`src/audipus_settings.svh`:
```
`ifndef AUDIPUS_SETTINGS_SVH
`define AUDIPUS_SETTINGS_SVH

//////////////////////////////
// board constants for the control block

// value read back from the id register
`define AUD_ID 8'hA5

// clk cycles an encoder pin has to stay put
// before the debounced copy follows it
`define ENC_DEBOUNCE 16

// clk cycles per unit of the motor interval field
// one step every (interval + 1) * STEP_TICK cycles
`define STEP_TICK 8

`endif
```
`src/audipus_panel_pkg.sv`:
```
`default_nettype none

package audipus_panel_pkg;

    //////////////////////////////
    // debounced encoder pair {a, b}
    // forward walk is 00 -> 01 -> 11 -> 10 -> 00
    typedef enum logic [1:0] {
        ENC_00 = 2'b00,     // detent rest on most panels
        ENC_01 = 2'b01,
        ENC_11 = 2'b11,
        ENC_10 = 2'b10
    } enc_state_e;

    //////////////////////////////
    // stepper coil phase, one coil on at a time
    typedef enum logic [1:0] {
        PH_A = 2'd0,        // step_drv[0]
        PH_B = 2'd1,
        PH_C = 2'd2,
        PH_D = 2'd3         // step_drv[3]
    } step_phase_e;

endpackage

`default_nettype wire

```
`src/audipus_regs_pkg.sv`:
```
`default_nettype none

package audipus_regs_pkg;

    //////////////////////////////
    // host visible register map
    // 7 bit address from the low bits of the first spi byte
    typedef enum logic [6:0] {
        REG_ID      = 7'h00,    // read only id byte
        REG_STATUS  = 7'h01,    // live interrupt pins and encoder switch
        REG_IRQ     = 7'h02,    // latched flags, cleared by reading
        REG_MOTOR   = 7'h03,    // {interval[5:0], reverse, enable}
        REG_ENCODER = 7'h04,    // {sw, count[6:0]}, count cleared by reading
        REG_SCRATCH = 7'h05     // free byte for the host
    } reg_addr_e;

    //////////////////////////////
    // opcode bit
    // msb of the first byte, sent first on mosi
    typedef enum logic {
        OP_WRITE = 1'b0,        // second byte is write data
        OP_READ  = 1'b1         // second byte carries read data on miso
    } spi_op_e;

endpackage

`default_nettype wire

```
`src/audipus_control.sv`:
```
`default_nettype none

module audipus_control (
    input  wire       clk,
    input  wire       reset,
    input  wire       spi_cs0_n,        // shared host chip select
    input  wire       spi_clk,
    input  wire       spi_mosi,
    input  wire [1:0] spi_cs_sel,       // which device owns cs0
    input  wire       pcm_int0,
    input  wire       pcm_int1,
    input  wire       dac_zero_l,
    input  wire       dac_zero_r,
    input  wire       pwr_supply_int,
    input  wire       encoder_a,
    input  wire       encoder_b,
    input  wire       encoder_sw,       // active low on the panel
    output logic      spi_miso,         // board gates it with the fpga select
    output logic      spi_cs_pcm9211_n,
    output logic      spi_cs_pcm1792_n,
    output logic      spi_cs_lcd_n,
    output logic      irq,
    output logic [3:0] step_drv
);

    logic       spi_cs_fpga_n;
    logic [6:0] reg_addr;
    logic [7:0] reg_wr_data;
    logic       reg_wr_stb;
    logic       reg_rd_stb;
    logic [7:0] rd_data;
    logic [4:0] irq_src;
    logic [6:0] enc_count;
    logic       enc_sw;
    logic       enc_clear;
    logic       motor_enable;
    logic       motor_reverse;
    logic [5:0] motor_interval;

    //////////////////////////////
    // chip select decode
    assign spi_cs_fpga_n    = spi_cs0_n | (spi_cs_sel != 2'b00);
    assign spi_cs_pcm9211_n = spi_cs0_n | (spi_cs_sel != 2'b01);  // s/pdif receiver
    assign spi_cs_pcm1792_n = spi_cs0_n | (spi_cs_sel != 2'b10);  // dac
    assign spi_cs_lcd_n     = spi_cs0_n | (spi_cs_sel != 2'b11);

    // irq bit order as seen in the status and irq registers
    assign irq_src = {pwr_supply_int, dac_zero_l, dac_zero_r, pcm_int1, pcm_int0};

    //////////////////////////////
    // host link and registers
    spi_slave spi_if (
        .clk         (clk),
        .reset       (reset),
        .cs_n        (spi_cs_fpga_n),
        .sclk        (spi_clk),
        .mosi        (spi_mosi),
        .rd_data     (rd_data),
        .miso        (spi_miso),
        .reg_addr    (reg_addr),
        .reg_wr_data (reg_wr_data),
        .reg_wr_stb  (reg_wr_stb),
        .reg_rd_stb  (reg_rd_stb)
    );

    sys_registers sys_reg (
        .clk            (clk),
        .reset          (reset),
        .reg_addr       (reg_addr),
        .reg_wr_data    (reg_wr_data),
        .reg_wr_stb     (reg_wr_stb),
        .reg_rd_stb     (reg_rd_stb),
        .irq_src        (irq_src),
        .enc_count      (enc_count),
        .enc_sw         (enc_sw),
        .rd_data        (rd_data),
        .irq            (irq),
        .enc_clear      (enc_clear),
        .motor_enable   (motor_enable),
        .motor_reverse  (motor_reverse),
        .motor_interval (motor_interval)
    );

    //////////////////////////////
    // front panel and motor
    rotary_encoder rot_enc (
        .clk      (clk),
        .reset    (reset),
        .enc_a    (encoder_a),
        .enc_b    (encoder_b),
        .enc_sw_n (encoder_sw),
        .clear    (enc_clear),
        .count    (enc_count),
        .sw       (enc_sw)
    );

    stepper_drive step_drive (
        .clk      (clk),
        .reset    (reset),
        .enable   (motor_enable),
        .reverse  (motor_reverse),
        .interval (motor_interval),
        .step_drv (step_drv)
    );

endmodule

`default_nettype wire

```
`src/stepper_drive.sv`:
```
`default_nettype none

`include "audipus_settings.svh"

module stepper_drive
    import audipus_panel_pkg::*;
(
    input  wire        clk,
    input  wire        reset,
    input  wire        enable,
    input  wire        reverse,
    input  wire  [5:0] interval,    // period is (interval + 1) ticks
    output logic [3:0] step_drv     // one coil per bit
);

    localparam int TICK_W = $clog2(`STEP_TICK);

    logic [TICK_W-1:0] tick_cnt;
    logic [5:0]        unit_cnt;
    logic              tick_end;
    logic              step_now;
    step_phase_e       phase;

    //////////////////////////////
    // interval timer
    assign tick_end = (tick_cnt == TICK_W'(`STEP_TICK - 1));
    assign step_now = enable && tick_end && (unit_cnt >= interval);  // >= covers a shrunk interval

    always_ff @(posedge clk) begin
        if (reset || !enable) begin
            tick_cnt <= '0;     // period starts over on enable
            unit_cnt <= '0;
        end else if (tick_end) begin
            tick_cnt <= '0;
            unit_cnt <= (unit_cnt >= interval) ? 6'd0 : unit_cnt + 6'd1;
        end else begin
            tick_cnt <= tick_cnt + 1'b1;
        end
    end

    // phase is kept across a disable
    always_ff @(posedge clk) begin
        if (reset) begin
            phase <= PH_A;
        end else if (step_now) begin
            phase <= reverse ? step_phase_e'(phase - 2'd1) : step_phase_e'(phase + 2'd1);
        end
    end

    assign step_drv = enable ? (4'b0001 << phase) : 4'b0000;  // coils off when idle

    a_one_coil : assert property (@(posedge clk) disable iff (reset) $onehot0(step_drv));

endmodule

`default_nettype wire

```
`src/rotary_encoder.sv`:
```
`default_nettype none

`include "audipus_settings.svh"

module rotary_encoder
    import audipus_panel_pkg::*;
(
    input  wire        clk,
    input  wire        reset,
    input  wire        enc_a,
    input  wire        enc_b,
    input  wire        enc_sw_n,    // low while pressed
    input  wire        clear,       // host read of the count
    output logic [6:0] count,       // signed, wraps
    output logic       sw
);

    localparam int DB_W = $clog2(`ENC_DEBOUNCE);

    logic [2:0]      pin_s1;        // {sw_n, b, a}
    logic [2:0]      pin_s2;
    logic [2:0]      pin_db;        // debounced copy
    logic [DB_W-1:0] db_cnt [3];
    enc_state_e      state_q;
    enc_state_e      state_now;
    logic            step_fwd;
    logic            step_rev;

    // next state going forward
    function automatic enc_state_e fwd_of(enc_state_e s);
        case (s)
            ENC_00:  return ENC_01;
            ENC_01:  return ENC_11;
            ENC_11:  return ENC_10;
            default: return ENC_00;
        endcase
    endfunction

    // next state going backward
    function automatic enc_state_e rev_of(enc_state_e s);
        case (s)
            ENC_00:  return ENC_10;
            ENC_10:  return ENC_11;
            ENC_11:  return ENC_01;
            default: return ENC_00;
        endcase
    endfunction

    //////////////////////////////
    // sync and debounce
    always_ff @(posedge clk) begin
        if (reset) begin
            pin_s1 <= 3'b100;   // switch released
            pin_s2 <= 3'b100;
        end else begin
            pin_s1 <= {enc_sw_n, enc_b, enc_a};
            pin_s2 <= pin_s1;
        end
    end

    always_ff @(posedge clk) begin
        if (reset) begin
            pin_db <= 3'b100;
            for (int i = 0; i < 3; i++) begin
                db_cnt[i] <= '0;
            end
        end else begin
            for (int i = 0; i < 3; i++) begin
                if (pin_s2[i] == pin_db[i]) begin
                    db_cnt[i] <= '0;            // bounce restarts the wait
                end else if (db_cnt[i] == DB_W'(`ENC_DEBOUNCE - 1)) begin
                    db_cnt[i] <= '0;
                    pin_db[i] <= pin_s2[i];     // held long enough
                end else begin
                    db_cnt[i] <= db_cnt[i] + 1'b1;
                end
            end
        end
    end

    //////////////////////////////
    // quadrature decode
    assign state_now = enc_state_e'({pin_db[0], pin_db[1]});
    assign step_fwd  = (state_now == fwd_of(state_q));
    assign step_rev  = (state_now == rev_of(state_q));  // double jumps count nothing

    always_ff @(posedge clk) begin
        if (reset) begin
            state_q <= ENC_00;
            count   <= '0;
        end else begin
            state_q <= state_now;
            if (clear) begin
                count <= '0;
            end else if (step_fwd) begin
                count <= count + 7'd1;
            end else if (step_rev) begin
                count <= count - 7'd1;
            end
        end
    end

    assign sw = ~pin_db[2];

endmodule

`default_nettype wire

```
`src/sys_registers.sv`:
```
`default_nettype none

`include "audipus_settings.svh"

module sys_registers
    import audipus_regs_pkg::*;
(
    input  wire        clk,
    input  wire        reset,
    input  wire  [6:0] reg_addr,
    input  wire  [7:0] reg_wr_data,
    input  wire        reg_wr_stb,
    input  wire        reg_rd_stb,
    input  wire  [4:0] irq_src,     // raw pins from the board
    input  wire  [6:0] enc_count,
    input  wire        enc_sw,
    output logic [7:0] rd_data,
    output logic       irq,
    output logic       enc_clear,
    output logic       motor_enable,
    output logic       motor_reverse,
    output logic [5:0] motor_interval
);

    logic [4:0] src_s1;
    logic [4:0] src_s2;     // live synced level, shown in status
    logic [4:0] src_prev;
    logic [4:0] irq_flags;
    logic       irq_clear;
    logic [7:0] motor_reg;
    logic [7:0] scratch_reg;
    logic [7:0] rd_mux;

    //////////////////////////////
    // interrupt sources
    always_ff @(posedge clk) begin
        if (reset) begin
            src_s1    <= '0;
            src_s2    <= '0;
            src_prev  <= '0;
            irq_flags <= '0;
        end else begin
            src_s1   <= irq_src;
            src_s2   <= src_s1;
            src_prev <= src_s2;
            // new rising edge survives a clear landing in the same cycle
            irq_flags <= (irq_clear ? 5'd0 : irq_flags) | (src_s2 & ~src_prev);
        end
    end

    assign irq = |irq_flags;

    //////////////////////////////
    // host writes
    always_ff @(posedge clk) begin
        if (reset) begin
            motor_reg   <= '0;
            scratch_reg <= '0;
        end else if (reg_wr_stb) begin
            case (reg_addr)
                REG_MOTOR:   motor_reg   <= reg_wr_data;
                REG_SCRATCH: scratch_reg <= reg_wr_data;
                default: ;  // id, status, irq and encoder are read only
            endcase
        end
    end

    assign motor_enable   = motor_reg[0];
    assign motor_reverse  = motor_reg[1];
    assign motor_interval = motor_reg[7:2];

    //////////////////////////////
    // read back
    always_comb begin
        case (reg_addr)
            REG_ID:      rd_mux = `AUD_ID;
            REG_STATUS:  rd_mux = {2'b00, enc_sw, src_s2};
            REG_IRQ:     rd_mux = {3'b000, irq_flags};
            REG_MOTOR:   rd_mux = motor_reg;
            REG_ENCODER: rd_mux = {enc_sw, enc_count};
            REG_SCRATCH: rd_mux = scratch_reg;
            default:     rd_mux = 8'h00;    // unmapped
        endcase
    end

    always_ff @(posedge clk) begin
        if (reset) begin
            rd_data   <= '0;
            enc_clear <= 1'b0;
            irq_clear <= 1'b0;
        end else begin
            if (reg_rd_stb) begin
                rd_data <= rd_mux;
            end
            // clear pulses follow the capture by one cycle
            enc_clear <= reg_rd_stb && (reg_addr == REG_ENCODER);
            irq_clear <= reg_rd_stb && (reg_addr == REG_IRQ);
        end
    end

    // writes to read only addresses leave the writable bytes alone
    a_ro_write : assert property (@(posedge clk) disable iff (reset)
        reg_wr_stb && (reg_addr == REG_ID || reg_addr == REG_STATUS ||
                       reg_addr == REG_ENCODER)
        |=> $stable(motor_reg) && $stable(scratch_reg));

endmodule

`default_nettype wire

```
`src/spi_slave.sv`:
```
`default_nettype none

module spi_slave
    import audipus_regs_pkg::*;
(
    input  wire        clk,
    input  wire        reset,
    input  wire        cs_n,
    input  wire        sclk,
    input  wire        mosi,
    input  wire  [7:0] rd_data,     // from the register file, one cycle after rd strobe
    output logic       miso,
    output logic [6:0] reg_addr,
    output logic [7:0] reg_wr_data,
    output logic       reg_wr_stb,
    output logic       reg_rd_stb
);

    logic [1:0] cs_q;       // two flop sync
    logic [2:0] sclk_q;     // two flop sync plus one for edges
    logic [1:0] mosi_q;
    logic       active;
    logic       sclk_rise;
    logic       sclk_fall;
    logic [4:0] bit_cnt;    // rising edges seen this frame, stops at 16
    logic [6:0] shift_in;
    logic [7:0] byte_in;
    logic       first_done;
    logic       second_done;
    spi_op_e    op_q;
    logic [1:0] rd_dly;     // spaces the read strobe from the address byte
    logic       rd_load;
    logic [7:0] tx_shift;

    //////////////////////////////
    // pin sync and edge detect
    always_ff @(posedge clk) begin
        if (reset) begin
            cs_q   <= 2'b11;    // idle deselected
            sclk_q <= 3'b000;
            mosi_q <= 2'b00;
        end else begin
            cs_q   <= {cs_q[0], cs_n};
            sclk_q <= {sclk_q[1:0], sclk};
            mosi_q <= {mosi_q[0], mosi};
        end
    end

    assign active    = ~cs_q[1];
    assign sclk_rise = sclk_q[1] & ~sclk_q[2];
    assign sclk_fall = ~sclk_q[1] & sclk_q[2];

    // byte as it stands with the current bit shifted in
    assign byte_in     = {shift_in, mosi_q[1]};
    assign first_done  = active && sclk_rise && (bit_cnt == 5'd7);
    assign second_done = active && sclk_rise && (bit_cnt == 5'd15);

    //////////////////////////////
    // receive side
    always_ff @(posedge clk) begin
        if (reset) begin
            bit_cnt <= '0;
        end else if (!active) begin
            bit_cnt <= '0;      // frame over or never started
        end else if (sclk_rise && bit_cnt != 5'd16) begin
            bit_cnt <= bit_cnt + 5'd1;
        end
    end

    always_ff @(posedge clk) begin
        if (sclk_rise) begin
            shift_in <= byte_in[6:0];   // msb first
        end
        if (first_done) begin
            reg_addr <= byte_in[6:0];
            op_q     <= spi_op_e'(byte_in[7]);
        end
        if (second_done) begin
            reg_wr_data <= byte_in;
        end
    end

    always_ff @(posedge clk) begin
        if (reset) begin
            rd_dly     <= 2'b00;
            reg_rd_stb <= 1'b0;
            rd_load    <= 1'b0;
            reg_wr_stb <= 1'b0;
        end else begin
            rd_dly     <= {rd_dly[0], first_done && (spi_op_e'(byte_in[7]) == OP_READ)};
            reg_rd_stb <= rd_dly[1];    // third cycle after the 8th edge
            rd_load    <= reg_rd_stb;   // rd_data is registered by now
            reg_wr_stb <= second_done && (op_q == OP_WRITE);
        end
    end

    //////////////////////////////
    // transmit side
    // msb sits on miso once loaded, later falling edges move the next bit up
    always_ff @(posedge clk) begin
        if (reset) begin
            tx_shift <= 8'h00;
        end else if (rd_load) begin
            tx_shift <= rd_data;
        end else if (active && sclk_fall && bit_cnt > 5'd8) begin
            tx_shift <= {tx_shift[6:0], 1'b0};
        end
    end

    assign miso = tx_shift[7];

    // only one frame at a time so the two strobes never meet
    a_one_strobe : assert property (@(posedge clk) disable iff (reset)
        !(reg_wr_stb && reg_rd_stb));

endmodule

`default_nettype wire

```
`config.mk`:
```
export PLATFORM = sky130hd
export DESIGN_NAME = audipus_control
export DESIGN_NICKNAME = d
export VERILOG_FILES = /design/src/audipus_panel_pkg.sv /design/src/audipus_regs_pkg.sv /design/src/audipus_control.sv /design/src/stepper_drive.sv /design/src/rotary_encoder.sv /design/src/sys_registers.sv /design/src/spi_slave.sv
export VERILOG_INCLUDE_DIRS = /design/src
export SDC_FILE = /design/constraint.sdc
export NUM_CORES = 1
export LEC_CHECK = 0
export BUFFER_PORTS_ARGS = -buffer_cell sky130_fd_sc_hd__buf_2
export CORE_MARGIN = 2
export CORE_UTILIZATION = 25
export DETAILED_ROUTE_END_ITERATION = 10
export HOLD_SLACK_MARGIN = 0.15
export SETUP_SLACK_MARGIN = 0.4
export SLEW_MARGIN = 0
export SYNTH_ARGS = -nofsm -noshare
export SYNTH_HDL_FRONTEND = slang
export SYNTH_SLANG_ARGS = --single-unit
```
`constraint.sdc`:
```
create_clock -name clk -period 3 [get_ports clk]
set_input_delay 0.3 -clock clk [delete_from_list [all_inputs] [get_ports clk]]
set_output_delay 0.3 -clock clk [all_outputs]
set_load 0.005 [all_outputs]
```
======== Word-level counts from Yosys, hierarchy flattened ========
Memories as Yosys holds them, arrays and structs flattened.
Cells that the tools add are included.
cells by class
  multiplexer cells ....................... 55
  equal/unequal tests ..................... 23
  bitwise logic cells ..................... 26
  div/mod/pow operators ................... 0
  shift operators ......................... 1
  order comparisons ....................... 2
  reduce and logical (&&, ||, !) cells .... 28
  multiply operators ...................... 0
  add/subtract/negate cells ............... 10
operator list
  cell                 count
  $pmux 8 s6           1
  $mux 4               10
  $mux 1               35
  $mux 8               2
  $eq 7x2->1 const B   2
  $eq 7x3->1 const B   2
  $mux 7               2
  $or 1x1->1           13
  $add 4x1->4 const B  3
  $eq 4x4->1 const B   3
  $logic_and 1x1->1    12
  $pmux 2 s3           2
  $reduce_and 2->1     5
  $not 1->1            8
  $add 7x1->7 const B  1
  $eq 7x1->1 const B   1
  $logic_not 7->1      1
  $sub 7x1->7 const B  1
  $add 6x1->6 const B  1
  $ge 6x6->1           1
  $mux 6               1
  $reduce_bool 2->1    3
  $reduce_or 2->1      3
  $add 5x1->5 const B  1
  other kinds (25)     31
word-level totals
  register bits ........................... 123
  input port bits ......................... 15
  memory bits (read-only) ................. 0
  bits in writable memories ............... 12
  bits in latches ......................... 0
  output and inout bits ................... 9
  memories ................................ 1
  word-level logic and storage cells ...... 178
memories
  name            words  bits a word  rd ports  clocked after Yosys merged registers in  write ports  line                  source
  rot_enc.db_cnt  3      4            3         0                                        3            rotary_encoder.sv:23  logic [DB_W-1:0] db_cnt [3];

======== Logic depth before layout (Yosys ltp) ========
Gate-level depths: netlist of run 1.
  depth after elaboration ................. 7
  mapped depth ............................ 9
  depth with buffers taken out ............ 9

======== Cells and area by module ========
Synthesis of run 1 repeated with hierarchy kept, for this count alone.
unflattened totals
  cells, all modules ...................... 542
  area, all modules ....................... 5780.5 sq um
modules (own cells, without submodules)
  module           seq. area each (sq um)  area each (sq um)  cells each  instances
  sys_registers    920.9                   1895.6             194         1
  spi_slave        1191.1                  1756.7             131         1
  rotary_encoder   720.7                   1467.7             139         1
  stepper_drive    220.2                   629.4              74          1
  audipus_control  0.0                     31.3               4           1

======== Worst setup path before layout of run 1 ========
Ideal clock, no wire load.
  kind .................................... register to register
  start ................................... register spi_if.sclk_q[1]
  end ..................................... register spi_if.op_q (enable)
  library setup time ...................... 397 ps
  required time ........................... 2603 ps
  slack ................................... 691 ps
  arrival ................................. 1912 ps
  clock period less this slack ............ 2309 ps
  stages on the path, launching flop included .. 4
  buffers on the path ..................... 0
  cell sequence ........................... dfxtp_1 > nor2b_1 > nand2b_1 > nor4_1
on the way
  longest elaborated chain between the ends .. 3
RTL lines
  element                          line             source
  from (decl)                      spi_slave.sv:20  logic [2:0] sclk_q;
  from (signal assigned)           spi_slave.sv:44  sclk_q <= {sclk_q[1:0], sclk};
  $and 1x1->1                      spi_slave.sv:50  assign sclk_rise = sclk_q[1] & ~sclk_q[2];
  net spi_if.sclk_rise             spi_slave.sv:23  logic sclk_rise;
  $logic_and 1x1->1 (2 in series)  spi_slave.sv:55  assign first_done = active && sclk_rise && (bit_cnt == 5'd7);
  net spi_if.first_done            spi_slave.sv:28  logic first_done;
  to (signal assigned)             spi_slave.sv:76  op_q <= spi_op_e'(byte_in[7]);
  to (decl)                        spi_slave.sv:30  spi_op_e op_q;
The timed path passes the listed nets, and every way through them passes these cells.
A chain may end at the register's enable or synchronous reset.

======== Worst setup path after layout of run 1 ========
  start ................................... register rot_enc.pin_db[1]
  end ..................................... register rot_enc.count[6]
on the way
  longest elaborated chain between the ends .. 2
  elaborated cells between the ends (all ways) .. 4
  classes of those cells .................. eq/ne (2); mux (1); reduce/logical (1)
RTL lines
  element                                      line                                        source
  from (decl)                                  rotary_encoder.sv:22                        logic [2:0] pin_db;
  from (signal, indexed assignment)            rotary_encoder.sv:73                        pin_db[i] <= pin_s2[i];
  $eq 2x2->1, on equally long branches         rotary_encoder.sv:84, rotary_encoder.sv:85
  $mux 7 or $reduce_bool 2->1 (tied branches)  -
  to (signal assigned)                         rotary_encoder.sv:96                        count <= count + 7'd1;
  to (signal assigned)                         rotary_encoder.sv:98                        count <= count - 7'd1;
  to (decl)                                    rotary_encoder.sv:14                        output logic [6:0] count,
Parallel ways exist; a longest one is shown, timed or not.

==> results by group, run 1 <==
Synthesis
  • EDFF count, synth: 35
  • Share of the synthesized area in the top cell type: 0.359
  • Yosys Warn Count: 0
  • Post-synthesis simple-gate area fraction: 0.186
  • Synthesized-area fraction occupied by adder cells: 0.0485
  • Post-synth ARST share: 0
  • Mux share of post-synthesis cell area: 0.0719
  • Post-synthesis register bit count: 135
  • Post-synth top area cell: dfxtp_1
  • Synth Area in XOR/XNOR: 0.0362
  • Synth cell types: 52
  • Mapped Cells: 524
  • Top-count cell post-synth: dfxtp_1
  • Syn avg cell area: 10.6 µm²
  • Synth Area in Compound Gates: 0.0764
  • Seq/Total Area, Yosys: 0.548
  • Synth top cells by count: 100 x dfxtp_1, 65 x nor2_1, 40 x mux2i_1
  • Post-Syn Area: 0.00557 mm²
  • Largest family of logic cells by synthesized area: simple AND/OR/NAND/NOR gates
  • Synth Flop Type: dfxtp_1
  • Synth area leaders: dfxtp_1 36%, edfxtp_1 19%, mux2i_1 7.2%

Power
  • Pwr dens: 604 mW/mm²
  • Max IR drop VDD: 360 µV
  • Lkg Pwr: 2.52 nW

Outcome
  • Outcome: finished clean

Routing
  • Vias: 3,670
  • 1st-iter DRT viols: 154
  • DRC: 0
  • Vias per cell: 4.21
  • DRT antenna net count: 0
  • Drt wl/cell: 11.5 µm
  • DRT Wirelength: 9.99 mm
  • Drt pass-1 iters: 6

Final layout
  • Diodes inserted: 0
  • Area delta synth->final: 21.5%
  • Share of cells above drive strength 1: 0.129
  • Max reg flops: 12
  • Largest register by flop count: rot_enc.db_cnt
  • Nets: 614

Clock network
  • Worst skew pair latency: 420 ps
  • CTS sink count: 135
  • Register clock-pin slew on the reported worst setup and hold paths: 60 ps
  • Max clock buf depth: 2
  • CTS Root Cell: clkbuf_16
  • CTS tree: yes
  • Max H-tree Level: 4
  • Post-CTS resize count: 0
  • Total CTS buffers: 17

Timing
  • Period utilization: 0.728
  • Worst Slack Setup Final: 816 ps
  • Final Skew: 6.37 ps
  • Hold Violations, Final: 0
  • Fmax: 458 MHz
  • Max Slew Vio Count: 0
  • Actual slew at the worst max-slew pin: 831 ps
  • Slew headroom: 0.446
  • Final worst path period need: 2180 ps
  • Final TNS setup: 0 ps
  • RSZ-0062 raised after global routing: false
  • Endpoints failing setup: 0

Run
  • Max-cap violations: 0

Global routing
  • Vias in the first global route: 3,549
  • Initial antenna violation count: 0
  • Pin count of the biggest net entering global routing: 44
  • GRT Total Usage: 0.0910
  • Met2 Use GR: 0.142
  • Global-route wire length before repair: 17.3 mm
  • Met1 Use GR: 0.119
  • Layer with the highest usage: met2
  • GRT Residual Overflow: 0
  • GR Util met3: 0.0238

Floorplanning
  • Die X: 153 µm
  • Initial Utilization: 0.255
  • Core area: 0.0218 mm²
  • Die Span Y: 153 µm
  • # IOs: 24
  • DIE AREA: 0.0235 mm²
  • Std-Cell Rows: 54

Worst setup path
  • Critical path endpoint category: flop
  • Crit Path Category: reg2reg
  • Required time of the critical path: 3310 ps
  • Crit path launch type: flop
  • CP arrival: 2490 ps
  • Worst-path maximum fanout: 6

Place
  • Final HPWL DP: 7.02 mm
  • PortBufs: 23
  • Post-placement setup slack: 823 ps
  • Placer congestion estimate: 0.780

Hold path
  • Worst Hold Class: reg2reg
[layout make-up]
cell class / instances / area [µm²]
Clock buffer: 17 / 425
Multi-Input combinational cell: 355 / 2380
Tap cell: 280 / 350
Inverter: 27 / 101
Timing Repair Buffer: 42 / 290
Fill cell: 2225 / 15100
Clock inverter: 15 / 169
Sequential cell: 135 / 3050
[where the power goes]
part / switching (W) / internal, W / total (W) / leakage, nW
logic: 0.0000543 / 0.0000514 / 0.000106 / 1.10
clock network: 0.000827 / 0.00124 / 0.00207 / 0.278
registers: 0.0000183 / 0.00190 / 0.00192 / 1.14
[stage by stage]
stage / hold slack (ps) / power (W) / cell area (µm²) / cells / util
finish: 407 / 0.00409 / 6770 / 871 / 0.310
global route: 416 / 0.00424 / 6770 / 871 / 0.310
CTS: 410 / 0.00414 / 6770 / 871 / 0.310
detailed placement: 395 / 0.00205 / 6050 / 826 / 0.277
global placement: 392 / 0.00205 / 6050 / 826 / 0.277
floorplan: 383 / 0.00201 / 5610 / 535 / -
[critical path, cell delays in order (launching register included)]
cell and delay, ps:
dfxtp_1 390, xor2_1 190, and2_4 180, inv_1 110
fa_1 420, a21oi_1 210, o2111ai_1 170, mux2i_1 200
xor2_1 170, nor2_1 50
[cell families (layout without fill, tap and decap cells)]
family                     count (synthesis)  count (layout)
adders and majority gates                 21              21
and+or+nand+nor                          195             195
AOI/OAI and AO/OA                         64              64
other                                      1              12
xor gates and xnor gates                  23              23
muxes                                     40              40
DFF                                      135             135
buffers and inverters                     45             101
[cell usage in the layout, fill, tap and decap left out, types with 13 or more instances in the layout]
cell type / instances
clkbuf_16: 17
dfxtp_1: 100
inv_1: 27
nand3_1: 14
buf_2: 23
dlygate4sd3_1: 13
a21oi_1: 21
mux2i_1: 40
nand2_1: 18
nor2b_1: 37
nand2b_1: 14
nor2_1: 65
ha_1: 20
edfxtp_1: 35
xor2_1: 14
[final timing paths]
path                                         from           endpoint  slack [ps]  cells after the start
worst min-delay path                  spi_if.op_q  spi_if.reg_wr_stb         410                      1
worst max register to register  rot_enc.pin_db[1]   rot_enc.count[6]         820                      9
worst max-delay path            rot_enc.pin_db[1]   rot_enc.count[6]         820                      9
worst min register to register        spi_if.op_q  spi_if.reg_wr_stb         410                      1
[metal layers]
metal	vias up	share of wire
met4	0	0.016
met1	1685	0.50
met5	-	0
met2	57	0.45
met3	10	0.030
li1	1918	-
[what timing repair did]
action | 4_1_cts | 5_1_grt
buffers inserted | 0 | 0
endpoints found under the hold margin | 11 | 0
hold buffers | 13 | 0
Note: power is estimated with default switching activity, not from simulation.
==> run 2, diff against run 1 <==
==> constraint.sdc (replaced) <==
create_clock -name clk -period 2.2 [get_ports clk]
set_input_delay 0.22 -clock clk [delete_from_list [all_inputs] [get_ports clk]]
set_output_delay 0.22 -clock clk [all_outputs]
set_load 0.005 [all_outputs]
==> run 2 against run 1 <==
Compared with the run above:
- design area increased by 4.9%
- via count increased by 4.1%
- worst setup slack got worse by 760 ps
- largest cell class unchanged
- critical path type unchanged
==> results by group, run 2 (same netlist as run 1, synthesis figures left out) <==
Worst setup path
  • Critical path depth in cells: 10 (+1)
  • Critical path's slowest cell: dfxtp_2
  • Crit Path Category: reg2reg
  • Critical path endpoint category: flop
  • Top delay family on crit path: XOR/XNOR gates
  • Crit path launch type: flop
  • Crit path cell chain: xnor2_4, and2_4, clkinvlp_4, buf_6, ha_4, nand3_2, o2111ai_2, mux2i_1, xor2_1, nor2_1
  • Max incr delay on CP: 340 ps (-80 ps)
  • Worst path bufs/invs: 2 (+1)
  • Worst-path maximum fanout: 5 (-1)
  • Required time of the critical path: 2510 ps (-800 ps)
  • CP arrival: 2450 ps (-40 ps)
  • Worst Reg-to-Reg Cells: 10 (+1)

Final layout
  • Register Area: 0.00307 mm² (+0.41%)
  • Commonest non-fill, non-tap cell in the layout: dfxtp_1
  • Area delta synth->final: 27.5%
  • Largest register by flop count: rot_enc.db_cnt
  • Post-layout util: 0.326 (+0.0153)
  • Filler cells: 2,186 (-1.8%)
  • Fin cells: 893 (+2.5%)
  • Diodes inserted: 0 (unchanged)
  • Cell area after layout: 0.00710 mm² (+4.9%)
  • Nets: 636 (+3.6%)
  • Share of cells above drive strength 1: 0.199 (+0.0704)
  • Max reg flops: 12 (unchanged)
  • Area occupied by multi-input gates: 0.00253 mm² (+6.1%)
  • Most frequent cells in the layout: 92 x dfxtp_1, 65 x nor2_1, 40 x mux2i_1

Floorplanning
  • DIE AREA: 0.0235 mm² (unchanged)
  • Core area: 0.0218 mm² (unchanged)
  • Die Span Y: 153 µm (unchanged)
  • # IOs: 24 (unchanged)
  • Initial Utilization: 0.255 (unchanged)
  • Die X: 153 µm (unchanged)
  • Std-Cell Rows: 54 (unchanged)

Routing
  • DRT Wirelength: 10.7 mm (+7.3%)
  • Vias: 3,822 (+4.1%)
  • Vias per cell: 4.28 (+1.6%)
  • DRC: 0 (unchanged)
  • 1st-iter DRT viols: 199 (+29%)
  • Drt wl/cell: 12.0 µm (+4.6%)
  • Drt pass-1 iters: 4 (-2)
  • DRT antenna net count: 0 (unchanged)

Timing
  • Max Slew Vio Count: 0 (unchanged)
  • Hold slack: 156 ps (-251 ps)
  • Final worst path period need: 2140 ps (-43.2 ps)
  • Endpoints failing setup: 0 (unchanged)
  • Fmax: 467 MHz (+2.0%)
  • Slew headroom: 0.605 (+0.159)
  • Hold Violations, Final: 0 (unchanged)
  • RSZ-0062 raised after global routing: true
  • Final TNS setup: 0 ps (unchanged)
  • Final Skew: 10.9 ps (+4.51 ps)
  • Actual slew at the worst max-slew pin: 589 ps (-242 ps)
  • Period utilization: 0.973 (+0.245)

Clock network
  • CTS sink count: 135 (unchanged)
  • Register clock-pin slew on the reported worst setup and hold paths: 60 ps (about the same)
  • Total CTS buffers: 17 (unchanged)
  • Max clock buf depth: 2 (unchanged)
  • CTS Root Cell: clkbuf_16
  • CTS tree: yes
  • Worst skew pair latency: 420 ps (about the same)
  • Max H-tree Level: 4 (unchanged)

Global routing
  • GRT Residual Overflow: 0 (unchanged)
  • GRT Total Usage: 0.0910 (about the same)
  • Initial antenna violation count: 0 (unchanged)
  • Global-route wire length before repair: 17.1 mm (-1.3%)
  • Pin count of the biggest net entering global routing: 25 (-43%)
  • Vias in the first global route: 3,550 (+0.028%)

Hold path
  • Hold path depth: 2 (+1)
  • Worst Hold Class: in2reg

Run
  • Max-cap violations: 0 (unchanged)

Place
  • DP Cell Count: 828 (+0.24%)
  • Post-DP Area: 0.00610 mm² (+0.85%)
  • PortBufs: 23 (unchanged)
  • Final HPWL DP: 7.13 mm (+1.6%)
  • Placer congestion estimate: 0.808 (+3.5%)

Outcome
  • Outcome: finished clean

Power
  • Max IR drop VDD: 637 µV (+77%)
  • Pwr dens: 762 mW/mm² (+26%)
  • Lkg Pwr: 2.65 nW (+5.1%)
-- run 2: timing repair --
item,CTS,global route
gates resized for setup,10,22
hold buffers,13,0
buffers inserted,9,11
pin swaps,12,13
endpoints found under the hold margin,11,0
setup endpoints to repair,8,37
-- run 2: final timing paths --
| path | startpoint | to | slack, ps |
|---|---|---|---|
| min reg2reg | spi_if.cs_q[0] | spi_if.cs_q[1] | 410 |
| min | reset | sys_reg.src_s1[4] | 160 |
| max reg2reg | rot_enc.state_q[0] | rot_enc.count[6] | 60 |
| max | rot_enc.state_q[0] | rot_enc.count[6] | 60 |
-- run 2: area by class of cell --
cell class,instances,share of cell area
clock inverter,13,0.0174
inverter,27,0.0148
tap,280,0.0493
clock buffer,19,0.0609
timing repair buffer,64,0.0703
sequential,135,0.431
multi-input combinational,355,0.356
-- run 2: through the flow --
| step | worst slack (ps) | power (W) |
|---|---|---|
| after global placement | 104 | 0.00280 |
| final | 58.9 | 0.00541 |
| after global routing | -62.7 | 0.00561 |
| after CTS | 99.3 | 0.00548 |
| after detailed placement | 73.5 | 0.00280 |
| after floorplan | 216 | 0.00275 |
-- run 2: routing by layer --
metal / vias to the layer above / track usage / wire length (µm)
li1: 1959 / - / -
met1: 1783 / 0.114 / 5120
met2: 60 / 0.147 / 5020
met3: 20 / 0.0227 / 322
met4: 0 / 0.0437 / 255
met5: - / 0 / 0
-- run 2: power breakdown --
part | internal (W) | switching (W)
clock network | 0.00156 | 0.00108
registers | 0.00259 | 0.0000267
logic | 0.0000789 | 0.0000772
total | 0.00422 | 0.00119
==> run 3, diff against run 2 <==
--- a/config.mk
+++ b/config.mk
@@ -7,7 +7,6 @@
 export NUM_CORES = 1
 export LEC_CHECK = 0
 export BUFFER_PORTS_ARGS = -buffer_cell sky130_fd_sc_hd__buf_2
-export CORE_MARGIN = 2
 export CORE_UTILIZATION = 25
 export DETAILED_ROUTE_END_ITERATION = 10
 export HOLD_SLACK_MARGIN = 0.15
==> run 3 against run 2 <==
Compared with the run above:
- combinational power decreased by 6%
- first-iteration DRC count decreased by 31%
- global-route usage increased by 0.84 points
- worst setup slack improved by 10 ps
- design area decreased by 0.18%
- sequential share of layout area increased by 0.058 points
- register-to-register slack about the same
- critical path depth unchanged
- core utilization decreased by 0.057 points
- flip-flop and latch count unchanged
- clock power increased by 13%
- sequential power about the same
- critical path type unchanged
==> results by group, run 3 (same netlist as run 1, synthesis figures left out) <==
Worst setup path
  • R2R Setup Slk: 70 ps (about the same)
  • Worst r2r src: rot_enc.pin_db[1]
  • Worst Reg-to-Reg Cells: 10 (unchanged)
  • Crit Path Category: reg2reg
  • Worst-path maximum fanout: 6 (+1)
  • Required time of the critical path: 2550 ps (+40 ps)
  • RR Endpoint: rot_enc.count[5]
  • Crit path launch type: flop
  • Critical path endpoint category: flop
  • CP arrival: 2480 ps (+30 ps)

Routing
  • Drt pass-1 iters: 4 (unchanged)
  • DRT Wirelength: 10.3 mm (-3.6%)
  • DRC: 0 (unchanged)
  • 1st-iter DRT viols: 137 (-31%)
  • Vias: 3,752 (-1.8%)
  • Drt wl/cell: 11.6 µm (-3.3%)
  • DRT antenna net count: 0 (unchanged)
  • Vias per cell: 4.22 (-1.5%)

Final layout
  • Commonest non-fill, non-tap cell in the layout: dfxtp_1
  • Nets: 633 (-0.47%)
  • Largest register by flop count: rot_enc.db_cnt
  • Filler cells: 2,183 (-0.14%)
  • Most frequent cells in the layout: 93 x dfxtp_1, 65 x nor2_1, 39 x mux2i_1
  • Max reg flops: 12 (unchanged)
  • Share of cells above drive strength 1: 0.193 (-0.00558)
  • Area delta synth->final: 27.3%
  • Post-layout util: 0.325 (-0.000573)
  • Diodes inserted: 0 (unchanged)

Place
  • PortBufs: 23 (unchanged)
  • Post-placement setup slack: 31.1 ps (-42.4 ps)
  • Final HPWL DP: 7.12 mm (-0.22%)
  • Placer congestion estimate: 0.806 (-0.26%)

Timing
  • Slew headroom: 0.600 (-0.00423)
  • Final TNS setup: 0 ps (unchanged)
  • Hold slack: 172 ps (+15.5 ps)
  • Fmax: 469 MHz (+0.47%)
  • Actual slew at the worst max-slew pin: 595 ps (+6.30 ps)
  • Max Slew Vio Count: 0 (unchanged)
  • Final worst path period need: 2130 ps (-10.1 ps)
  • Final Skew: 16.6 ps (+5.68 ps)
  • Hold Violations, Final: 0 (unchanged)
  • Worst Slack Setup Final: 69.0 ps (+10.1 ps)
  • RSZ-0062 raised after global routing: true
  • Period utilization: 0.969 (-0.00458)
  • Endpoints failing setup: 0 (unchanged)

Global routing
  • Pin count of the biggest net entering global routing: 31 (+24%)
  • Met1 Use GR: 0.123 (+0.00956)
  • Met2 Use GR: 0.156 (+0.00860)
  • GRT Residual Overflow: 0 (unchanged)
  • Layer with the highest usage: met2
  • Vias in the first global route: 3,614 (+1.8%)
  • Initial antenna violation count: 0 (unchanged)
  • Global-route wire length before repair: 17.4 mm (+1.7%)
  • GRT Total Usage: 0.0994 (+0.00837)
  • GR Util met3: 0.0346 (+0.0120)

Floorplanning
  • Die X: 151 µm (-1.3%)
  • DIE AREA: 0.0229 mm² (-2.6%)
  • Initial Utilization: 0.255 (unchanged)
  • Std-Cell Rows: 54 (unchanged)
  • Die Span Y: 151 µm (-1.3%)
  • Core area: 0.0218 mm² (unchanged)
  • # IOs: 24 (unchanged)

Clock network
  • Worst skew pair latency: 420 ps (about the same)
  • CTS tree: yes
  • Max clock buf depth: 2 (unchanged)
  • CTS Root Cell: clkbuf_16
  • CTS sink count: 135 (unchanged)
  • Total CTS buffers: 17 (unchanged)
  • Register clock-pin slew on the reported worst setup and hold paths: 60 ps (about the same)
  • Max H-tree Level: 4 (unchanged)

Run
  • Max-cap violations: 0 (unchanged)

Hold path
  • Hold path endpoint: sys_reg.src_s1[4]
  • Hold path depth: 2 (unchanged)
  • Worst Hold Class: in2reg
  • Hold path start: reset

Outcome
  • Outcome: finished clean

Power
  • Lkg Pwr: 2.67 nW (+0.72%)
  • Pwr dens: 808 mW/mm² (+6.1%)
  • Max IR drop VDD: 566 µV (-11%)
-- run 3: worst max-delay path, stage by stage (launching register included) --
cell and delay, ps:
dfxtp_2 330, xor2_1 180, and2_4 180, clkinvlp_4 150, buf_4 170, ha_1 280, a211oi_1 70, o21bai_1 140
a21oi_1 100, or4_1 410, nand3_1 80
-- run 3: per-stage QoR --
step                total power, W  cells  area (µm²)
floorplan                  0.00275    535        5640
global placement           0.00279    827        6080
detailed placement         0.00279    827        6080
CTS                        0.00581    882        6970
global route               0.00594    890        7090
finish                     0.00573    890        7090
-- run 3: timing repair --
action	in CTS	in global routing
endpoints found under the setup margin	11	37
cloned	0	0
pin swaps	8	7
setup buffers	10	8
hold buffers	13	0
hold endpoints to repair	11	0
gates resized for setup	8	17
-- run 3: final cells by class --
cell class                      count  area [µm²]  share of cell area
Clock inverter                     10         141              0.0199
Sequential cell                   135        3060               0.432
Tap cell                          280         350              0.0494
Timing Repair Buffer               61         449              0.0633
Multi-Input combinational cell    355        2490               0.351
Clock buffer                       22         495              0.0699
Inverter                           27         105              0.0148
-- run 3: power breakdown --
| group | internal [W] | switching, W |
|---|---|---|
| clock | 0.00194 | 0.00103 |
| combinational | 0.0000729 | 0.0000736 |
| sequential | 0.00259 | 0.0000258 |
| total | 0.00460 | 0.00113 |
-- run 3: layer usage --
| layer | share of wire | vias to the layer above |
|---|---|---|
| li1 | - | 1941 |
| met1 | 0.50 | 1759 |
| met2 | 0.46 | 44 |
| met3 | 0.027 | 8 |
| met4 | 0.013 | 0 |
| met5 | 0 | - |
-- run 3: worst max-delay path by stage --
stage	startpoint	to
2_1_floorplan	rot_enc.pin_db[1]	rot_enc.count[6]
3_3_place_gp	rot_enc.pin_db[1]	rot_enc.count[6]
3_5_place_dp	rot_enc.pin_db[1]	rot_enc.count[6]
4_1_cts	rot_enc.pin_db[1]	rot_enc.count[5]
5_1_grt	rot_enc.pin_db[1]	rot_enc.count[5]
6_report	rot_enc.pin_db[1]	rot_enc.count[5]
